===== src/dcache_config.svh =====
`ifndef DCACHE_CONFIG_SVH
`define DCACHE_CONFIG_SVH

// address split: tag | index | word offset | byte
`define DCACHE_TAG_WIDTH 20
`define DCACHE_INDEX_WIDTH 6
`define DCACHE_OFFSET_WIDTH 4

// 64 lines of 16 words, 4 KiB total
`define DCACHE_NUM_LINES 64
`define DCACHE_LINE_WORDS 16

`endif

===== src/ahb_pkg.sv =====
package ahb_pkg;

	typedef enum logic [1:0] {
		HTRANS_IDLE   = 2'b00,
		HTRANS_BUSY   = 2'b01,
		HTRANS_NONSEQ = 2'b10,
		HTRANS_SEQ    = 2'b11
	} htrans_t;

	typedef logic [2:0] hburst_t;
	typedef logic [2:0] hsize_t;
	typedef logic [3:0] hprot_t;

	// 16-beat incrementing burst of words, one line
	localparam hburst_t HBURST_INCR16 = 3'b111;
	localparam hsize_t HSIZE_WORD = 3'b010;
	// data access, privileged
	localparam hprot_t HPROT_DATA = 4'b0011;

endpackage


===== src/dcache_pkg.sv =====
`include "dcache_config.svh"

package dcache_pkg;

	typedef logic [`DCACHE_TAG_WIDTH-1:0] tag_t;
	typedef logic [`DCACHE_INDEX_WIDTH-1:0] index_t;
	typedef logic [`DCACHE_OFFSET_WIDTH-1:0] offset_t;

	typedef logic [31:0] word_t;
	typedef logic [3:0] byte_en_t;

	// first states only carry the nonseq address phase
	typedef enum logic [2:0] {
		ST_IDLE            = 3'd0,
		ST_WRITEBACK_FIRST = 3'd1,
		ST_WRITEBACK       = 3'd3,
		ST_MEMREAD_FIRST   = 3'd4,
		ST_MEMREAD         = 3'd5,
		ST_WAIT_WRITE      = 3'd6
	} ctrl_state_t;

endpackage


===== src/dcache_line_if.sv =====
`timescale 1ns/1ps

interface dcache_line_if;

	// read side, metadata combinational, data one cycle late
	dcache_pkg::index_t rd_idx;
	dcache_pkg::offset_t rd_off;
	dcache_pkg::tag_t rd_tag;
	logic rd_valid;
	logic rd_dirty;
	dcache_pkg::word_t rd_data;

	// write side
	logic wr_en;
	dcache_pkg::index_t wr_idx;
	dcache_pkg::offset_t wr_off;
	dcache_pkg::tag_t wr_tag;
	dcache_pkg::word_t wr_data;
	dcache_pkg::byte_en_t wr_byte_en;
	logic wr_dirty;
	logic wr_valid;

	modport ctrl (
		output rd_idx, rd_off,
		input  rd_tag, rd_valid, rd_dirty, rd_data,
		output wr_en, wr_idx, wr_off, wr_tag, wr_data, wr_byte_en, wr_dirty, wr_valid
	);

	modport store (
		input  rd_idx, rd_off,
		output rd_tag, rd_valid, rd_dirty, rd_data,
		input  wr_en, wr_idx, wr_off, wr_tag, wr_data, wr_byte_en, wr_dirty, wr_valid
	);

endinterface


===== src/dcache_ctrl.sv =====
`timescale 1ns/1ps
`include "dcache_config.svh"

module dcache_ctrl (
	input  logic                 clk,
	input  logic                 nrst,
	input  logic [31:0]          dbus_addr,
	input  dcache_pkg::byte_en_t dbus_byteenable,
	input  logic                 dbus_read,
	input  logic                 dbus_write,
	input  logic                 dbus_hitwriteback,
	input  logic                 dbus_hitinvalidate,
	input  dcache_pkg::word_t    dbus_wrdata,
	output logic                 dbus_stall,
	output dcache_pkg::word_t    dbus_rddata,
	input  dcache_pkg::word_t    ahb_hrdata,
	input  logic                 ahb_hready_out,
	output logic [31:0]          ahb_haddr,
	output ahb_pkg::htrans_t     ahb_htrans,
	output logic                 ahb_hwrite,
	output logic                 ahb_hsel,
	output dcache_pkg::word_t    ahb_hwdata,
	dcache_line_if.ctrl          lif
);

	localparam dcache_pkg::offset_t last_off = dcache_pkg::offset_t'(`DCACHE_LINE_WORDS - 1);

	dcache_pkg::ctrl_state_t state;

	dcache_pkg::tag_t cpu_tag;
	dcache_pkg::index_t cpu_idx;
	dcache_pkg::offset_t cpu_off;

	// tag of the line on the bus, old tag on writeback, new one on fill
	dcache_pkg::tag_t mem_tag;
	dcache_pkg::offset_t bus_off;
	dcache_pkg::offset_t store_off;

	dcache_pkg::word_t hwdata_q;
	logic use_hold;

	logic tag_match;
	logic hit;
	logic need_writeback;
	logic need_memread;
	logic need_invalidate;

	assign {cpu_tag, cpu_idx, cpu_off} = dbus_addr[31:2];

	// cpu keeps the address stable while stalled
	assign lif.rd_idx = cpu_idx;
	assign lif.rd_off = (state == dcache_pkg::ST_IDLE) ? cpu_off : store_off;

	assign tag_match = lif.rd_tag == cpu_tag;
	assign hit = lif.rd_valid && tag_match;

	assign need_writeback = lif.rd_valid && lif.rd_dirty && (
		((dbus_read || dbus_write) && !tag_match) ||
		((dbus_hitwriteback || dbus_hitinvalidate) && tag_match)
	);
	assign need_memread = (dbus_read || dbus_write) && !hit;
	assign need_invalidate = dbus_hitinvalidate && hit;

	assign dbus_stall = (state != dcache_pkg::ST_IDLE) || need_writeback || need_memread;
	assign dbus_rddata = lif.rd_data;

	assign ahb_haddr = {mem_tag, cpu_idx, bus_off, 2'b00};

	// store word is fresh only after a cycle with hready high
	assign ahb_hwdata = use_hold ? hwdata_q : lif.rd_data;

	always_ff @(posedge clk or negedge nrst) begin
		if (!nrst) begin
			state <= dcache_pkg::ST_IDLE;
			ahb_htrans <= ahb_pkg::HTRANS_IDLE;
			ahb_hwrite <= 1'b0;
			ahb_hsel <= 1'b0;
			lif.wr_en <= 1'b0;
			bus_off <= '0;
			store_off <= '0;
			use_hold <= 1'b0;
		end else begin
			use_hold <= !ahb_hready_out;
			lif.wr_en <= 1'b0;

			case (state)
				dcache_pkg::ST_IDLE: begin
					if (need_writeback) begin
						state <= dcache_pkg::ST_WRITEBACK_FIRST;
						ahb_htrans <= ahb_pkg::HTRANS_NONSEQ;
						ahb_hwrite <= 1'b1;
						ahb_hsel <= 1'b1;
						bus_off <= '0;
						store_off <= '0;
					end else if (need_memread) begin
						state <= dcache_pkg::ST_MEMREAD_FIRST;
						ahb_htrans <= ahb_pkg::HTRANS_NONSEQ;
						ahb_hwrite <= 1'b0;
						ahb_hsel <= 1'b1;
						bus_off <= '0;
						// trails the bus by one, first beat has no data
						store_off <= '1;
					end else if (dbus_write || need_invalidate) begin
						state <= dcache_pkg::ST_WAIT_WRITE;
						lif.wr_en <= 1'b1;
					end
				end

				dcache_pkg::ST_WRITEBACK_FIRST, dcache_pkg::ST_MEMREAD_FIRST: begin
					if (ahb_hready_out) begin
						bus_off <= bus_off + 1'b1;
						store_off <= store_off + 1'b1;
						ahb_htrans <= ahb_pkg::HTRANS_SEQ;
						state <= ahb_hwrite ? dcache_pkg::ST_WRITEBACK : dcache_pkg::ST_MEMREAD;
					end
				end

				dcache_pkg::ST_WRITEBACK: begin
					if (ahb_hready_out) begin
						if (bus_off == '0) begin
							// last data phase done, clean the line
							ahb_hsel <= 1'b0;
							lif.wr_en <= 1'b1;
							state <= dcache_pkg::ST_WAIT_WRITE;
						end else begin
							if (bus_off == last_off) begin
								ahb_htrans <= ahb_pkg::HTRANS_IDLE;
								ahb_hwrite <= 1'b0;
							end
							bus_off <= bus_off + 1'b1;
							store_off <= store_off + 1'b1;
						end
					end
				end

				dcache_pkg::ST_MEMREAD: begin
					if (ahb_hready_out) begin
						lif.wr_en <= 1'b1;
						if (bus_off == '0) begin
							ahb_hsel <= 1'b0;
							state <= dcache_pkg::ST_WAIT_WRITE;
						end else begin
							if (bus_off == last_off)
								ahb_htrans <= ahb_pkg::HTRANS_IDLE;
							bus_off <= bus_off + 1'b1;
							store_off <= store_off + 1'b1;
						end
					end
				end

				dcache_pkg::ST_WAIT_WRITE: begin
					state <= dcache_pkg::ST_IDLE;
				end

				default: begin
					state <= dcache_pkg::ST_IDLE;
				end
			endcase
		end
	end

	// write payload, only consumed while wr_en is high
	always_ff @(posedge clk) begin
		hwdata_q <= ahb_hwdata;

		case (state)
			dcache_pkg::ST_IDLE: begin
				mem_tag <= need_writeback ? lif.rd_tag : cpu_tag;
				lif.wr_idx <= cpu_idx;
				lif.wr_off <= cpu_off;
				lif.wr_tag <= lif.rd_tag;
				lif.wr_data <= dbus_wrdata;
				lif.wr_byte_en <= dbus_write ? dbus_byteenable : '0;
				lif.wr_dirty <= dbus_write;
				lif.wr_valid <= !dbus_hitinvalidate;
			end

			dcache_pkg::ST_WRITEBACK: begin
				lif.wr_tag <= mem_tag;
				lif.wr_byte_en <= '0;
				lif.wr_dirty <= 1'b0;
				lif.wr_valid <= 1'b1;
			end

			dcache_pkg::ST_MEMREAD: begin
				if (ahb_hready_out) begin
					lif.wr_off <= store_off;
					lif.wr_tag <= mem_tag;
					lif.wr_data <= ahb_hrdata;
					lif.wr_byte_en <= '1;
					lif.wr_dirty <= 1'b0;
					// line turns valid with its last word
					lif.wr_valid <= (bus_off == '0);
				end
			end

			default: begin
			end
		endcase
	end

endmodule


===== src/flat_wrapper.sv =====
// flat-port wrapper written by rule: the top's interface ports become plain ports
module dcache_ctrl_flat 
  (clk, nrst, dbus_addr, dbus_byteenable, dbus_read, dbus_write, dbus_hitwriteback, dbus_hitinvalidate, dbus_wrdata, dbus_stall, dbus_rddata, ahb_hrdata, ahb_hready_out, ahb_haddr, ahb_htrans, ahb_hwrite, ahb_hsel, ahb_hwdata, lif_rd_idx, lif_rd_off, lif_rd_tag, lif_rd_valid, lif_rd_dirty, lif_rd_data, lif_wr_en, lif_wr_idx, lif_wr_off, lif_wr_tag, lif_wr_data, lif_wr_byte_en, lif_wr_dirty, lif_wr_valid);
  dcache_line_if lif_i ();
  input  logic clk;
  input  logic nrst;
  input  logic [31:0] dbus_addr;
  input  dcache_pkg::byte_en_t dbus_byteenable;
  input  logic dbus_read;
  input  logic dbus_write;
  input  logic dbus_hitwriteback;
  input  logic dbus_hitinvalidate;
  input  dcache_pkg::word_t dbus_wrdata;
  output logic dbus_stall;
  output dcache_pkg::word_t dbus_rddata;
  input  dcache_pkg::word_t ahb_hrdata;
  input  logic ahb_hready_out;
  output logic [31:0] ahb_haddr;
  output ahb_pkg::htrans_t ahb_htrans;
  output logic ahb_hwrite;
  output logic ahb_hsel;
  output dcache_pkg::word_t ahb_hwdata;
  output wire logic [$bits(lif_i.rd_idx)-1:0] lif_rd_idx;
  output wire logic [$bits(lif_i.rd_off)-1:0] lif_rd_off;
  input wire logic [$bits(lif_i.rd_tag)-1:0] lif_rd_tag;
  input wire logic [$bits(lif_i.rd_valid)-1:0] lif_rd_valid;
  input wire logic [$bits(lif_i.rd_dirty)-1:0] lif_rd_dirty;
  input wire logic [$bits(lif_i.rd_data)-1:0] lif_rd_data;
  output wire logic [$bits(lif_i.wr_en)-1:0] lif_wr_en;
  output wire logic [$bits(lif_i.wr_idx)-1:0] lif_wr_idx;
  output wire logic [$bits(lif_i.wr_off)-1:0] lif_wr_off;
  output wire logic [$bits(lif_i.wr_tag)-1:0] lif_wr_tag;
  output wire logic [$bits(lif_i.wr_data)-1:0] lif_wr_data;
  output wire logic [$bits(lif_i.wr_byte_en)-1:0] lif_wr_byte_en;
  output wire logic [$bits(lif_i.wr_dirty)-1:0] lif_wr_dirty;
  output wire logic [$bits(lif_i.wr_valid)-1:0] lif_wr_valid;
  assign lif_rd_idx = lif_i.rd_idx;
  assign lif_rd_off = lif_i.rd_off;
  assign lif_i.rd_tag = lif_rd_tag;
  assign lif_i.rd_valid = lif_rd_valid;
  assign lif_i.rd_dirty = lif_rd_dirty;
  assign lif_i.rd_data = lif_rd_data;
  assign lif_wr_en = lif_i.wr_en;
  assign lif_wr_idx = lif_i.wr_idx;
  assign lif_wr_off = lif_i.wr_off;
  assign lif_wr_tag = lif_i.wr_tag;
  assign lif_wr_data = lif_i.wr_data;
  assign lif_wr_byte_en = lif_i.wr_byte_en;
  assign lif_wr_dirty = lif_i.wr_dirty;
  assign lif_wr_valid = lif_i.wr_valid;
  dcache_ctrl u_core (.clk(clk), .nrst(nrst), .dbus_addr(dbus_addr), .dbus_byteenable(dbus_byteenable), .dbus_read(dbus_read), .dbus_write(dbus_write), .dbus_hitwriteback(dbus_hitwriteback), .dbus_hitinvalidate(dbus_hitinvalidate), .dbus_wrdata(dbus_wrdata), .dbus_stall(dbus_stall), .dbus_rddata(dbus_rddata), .ahb_hrdata(ahb_hrdata), .ahb_hready_out(ahb_hready_out), .ahb_haddr(ahb_haddr), .ahb_htrans(ahb_htrans), .ahb_hwrite(ahb_hwrite), .ahb_hsel(ahb_hsel), .ahb_hwdata(ahb_hwdata), .lif(lif_i));
endmodule

===== config.mk =====
export PLATFORM = sky130hd
export DESIGN_NAME = dcache_ctrl_flat
export DESIGN_NICKNAME = d
export VERILOG_FILES = /design/src/ahb_pkg.sv /design/src/dcache_pkg.sv /design/src/dcache_line_if.sv /design/src/dcache_ctrl.sv /design/src/flat_wrapper.sv
export VERILOG_INCLUDE_DIRS = /design/src
export SDC_FILE = /design/constraint.sdc
export NUM_CORES = 1
export LEC_CHECK = 0
export BUFFER_PORTS_ARGS = -buffer_cell sky130_fd_sc_hd__buf_4
export CORE_MARGIN = 2
export CORE_UTILIZATION = 39
export DETAILED_ROUTE_END_ITERATION = 16
export PLACE_DENSITY = 0.73
export SKIP_CTS_REPAIR_TIMING = 1
export SYNTH_ARGS = -nofsm -noshare
export SYNTH_HDL_FRONTEND = slang
export SYNTH_SLANG_ARGS = --single-unit
export TNS_END_PERCENT = 30

===== constraint.sdc =====
create_clock -name clk -period 6.25 [get_ports clk]
set_clock_uncertainty 0.2 [all_clocks]
set_input_delay 0.625 -clock clk [delete_from_list [all_inputs] [get_ports clk]]
set_output_delay 0.625 -clock clk [all_outputs]
set_load 0.005 [all_outputs]

==> reports/results.env <==
WL_PER_CELL_UM=18.0
WORSTSETUPENDPOINTTYPE='output port'
CLK_PATH_BUF_DEPTH=2
LAYOUT_NET_COUNT=932
FINAL_WL_UM=18000
POST_SYNTH_DESIGN_CELL_AREA_MM2=0.00638
CLOCK_TREE_FROM_TRITONCTS='built'
LEAKAGEPOWER_nW=4.06
FLOORPLAN.DIE_AREA_MM2=0.0174
SYNTH-MAIN-FF-CELL='edfxtp_1'
YOSYSWARNINGCOUNT=0
YOSYSUNIQUECELLTYPES=51
TIMING.CRITICAL_PATH.FANOUT_MAX=36
PORTBUFFERS=336
CLKTRANSATPATHREGS_NS=0.06
DIE_WIDTH_UM=132
MAXIMUM_NUMBER_OF_PINS_ON_ONE_NET_BEFORE_GLOBAL_ROUTE_REPAIR=43
CTS-BUFFERS-INSERTED=17
PLACEMENTROWS=46
DOMINANT_CELL_TYPE_BY_AREA_AFTER_SYNTHESIS='edfxtp_1'
FFS_W_ASYNC_S_R_SYNTH_PCT=12.4
POST-ROUTE-DRC-COUNT=0
REPORT.FINAL.SETUP_VIOL=0
HP-CLASS='in2reg'
YOSYS-TOP-CELLS-AREA='edfxtp_1 41%, mux2_2 19%, dfxtp_1 10%'
DRT-VIAS-PER-INSTANCE=4.87
ANTENNA_VIOLATIONS_BEFORE_REPAIR=0
FINAL.MIN_CLOCK_PERIOD_NS=3.60
ARRIVAL_TIME_AT_THE_WORST_ENDPOINT_NS=2.77
SYNTH_LARGEST_TYPE_AREA_FRACTION_PCT=41.4
HTREEDEPTH=4
CLOCK_LATENCY_ON_THE_WORST_SKEW_PAIR_NS=0.42
FIN_CRIT_SH_PCT=57.5
CORE_REGION_AREA_MM2=0.0159
AREA_GROWTH_PCT=46.6
TIMING.SETUP.TNS_NS=0
ROUTED_VIA_COUNT=4854
POWER_DENSITY_CELLS_mW_PER_MM2=426
MAX-SLEW-MARGIN-REL_PCT=15.7
GP_CONGESTION=0.848
GRT-OVFL-TOTAL=0
TIGHTEST_HOLD_MARGIN_NS=0.208
MOSTFREQUENTLAYOUTCELL='buf_4'
RUN_STATUS='finished clean'
PLACE_HPWL_UM=13800
REPORT.FINAL.SLEW_VIOL_COUNT=0
PEAKVDDDROP_mV=0.236
NUM_ANTENNA_CELLS=0
CP.REQUIRED_NS=5.42
MAX_CLOCK_FREQ_MHz=278
SYN-MEAN-INSTANCE-AREA_UM2=13.4
CTS_SINKS=137
START_KIND='register'
DIE_HT_UM=132
DRT_FIRST_PASS_ITERS=4
VIAS_IN_THE_FIRST_GLOBAL_ROUTE=5121
SYNTH_SEQUENTIAL_AREA_RATIO_PCT=58.1
LAYOUT.CELLS.MOST_COMMON_LIST='338 x buf_4, 109 x mux2_2, 88 x edfxtp_1, 32 x nand2_1, 32 x dfxtp_1'
SYNTH_ENABLE_FLOP_CELLS=88
DRT_FIRST_ITER_VIOLATIONS=160
SYNTH.FF_LATCH_COUNT=137
UNREPAIRED_SETUP_ENDPOINTS_AFTER_GLOBAL_ROUTING='false'
TIMING.MAX_CAP.VIOLATIONS=0
INITIAL_UTILIZATION_PCT=40.0
CTS_ROOT_BUF='clkbuf_16'
GLOBALROUTETOTALUTIL_PCT=20.3
GRT_PASS1_WL_UM=27500
MEASURED_SLEW_AT_THE_WORST_SLEW_CHECK_PIN_NS=1.27
POST_SYNTH_INST_COUNT=475
CRITICALPATHCATEGORY='reg2out'
DRIVE_ABOVE_1_SHARE_PCT=62.9
FLOORPLAN.IO_PINS=341
FINAL_HOLD_VIOL_COUNT=0
ANT_NETS=0
## sequential cells by signal (all words and copies together) (netlist names)
name / count
u_core.lif.wr_en: 1
u_core.lif.wr_valid: 1
u_core.bus_off: 4
u_core.ahb_hwrite: 1
u_core.store_off: 4
u_core.lif.wr_idx: 6
u_core.mem_tag: 20
u_core.lif.wr_byte_en: 4
u_core.hwdata_q: 32
u_core.ahb_hsel: 1
u_core.use_hold: 1
u_core.ahb_htrans: 2
u_core.state: 3
u_core.lif.wr_tag: 20
u_core.lif.wr_dirty: 1
u_core.lif.wr_data: 32
u_core.lif.wr_off: 4
## cells in the mapped netlist (5+ instances only)
master and n:
nor2_1 9, edfxtp_1 88, inv_1 7, mux2_2 109, xor2_1 20, a21oi_1 15
buf_4 46, nor4_1 5, dfrtp_1 17, nand2_1 33, dfxtp_1 32, clkbuf_1 10
buf_1 6, o21ai_0 12, nand3_1 7
## worst max-delay path: stages, from the launching register on
cell	delay, ns
dfrtp_1	0.61
or3_1	0.61
inv_2	0.68
nand3_1	0.23
buf_4	0.21
## final cells by class
type / instances / area, µm²
clock inverter: 13 / 130
multi-input combinational: 265 / 2240
timing repair buffer: 339 / 2550
tap: 216 / 270
clock buffer: 19 / 433
sequential: 137 / 3710
inverter: 8 / 30.0
fill: 1346 / 6590
## logic make-up after synthesis
family | count (synthesis) | share of synthesized area, %
AO/OA/AOI/OAI | 53 | 5.84
XOR/XNOR | 20 | 2.74
adder cells (fa/ha/maj) | 3 | 0.588
buffers and inverters | 74 | 7.23
flip-flops | 137 | 58.1
multiplexers | 110 | 19.5
other | 1 | 0.0588
AND/OR/NAND/NOR | 77 | 5.96
## path summary, 6_finish.rpt
path / start / to / slack [ns] / depth (start not counted)
min in group asynchronous: nrst / u_core.use_hold / 0.43 / 2
max in group asynchronous: nrst / u_core.store_off[0] / 5.22 / 2
max reg2reg: u_core.state[2] / u_core.lif.wr_data[5] / 2.70 / 3
min: dbus_addr[9] / u_core.lif.wr_idx[3] / 0.21 / 1
max: u_core.state[2] / dbus_stall / 2.65 / 4
min reg2reg: u_core.hwdata_q[22] / u_core.hwdata_q[22] / 0.27 / 1
## metal layers
layer,up-vias,global-route usage (%),routed length [µm]
li1,2279,-,-
met1,2294,21.2,6500
met3,28,8.04,1750
met5,-,0,0
met2,253,36.5,9330
met4,0,8.33,395
## stage by stage
step                setup slack [ns]  std cells  power [W]  utilization [%]  area [µm²]
floorplan                       1.71        476    0.00228                -        6390
global placement                2.84        964    0.00300             55.1        8780
detailed placement              2.69        964    0.00306             55.1        8780
CTS                             2.61        996    0.00403             58.6        9350
global route                    2.43        997    0.00420             58.7        9360
finish                          2.65        997    0.00398             58.7        9360
## power breakdown
group | internal (W) | switching, W
clock | 0.000583 | 0.000375
combinational | 0.000753 | 0.000722
sequential | 0.00138 | 0.000165
total | 0.00272 | 0.00126
Note: power is estimated with default switching activity, not from simulation.
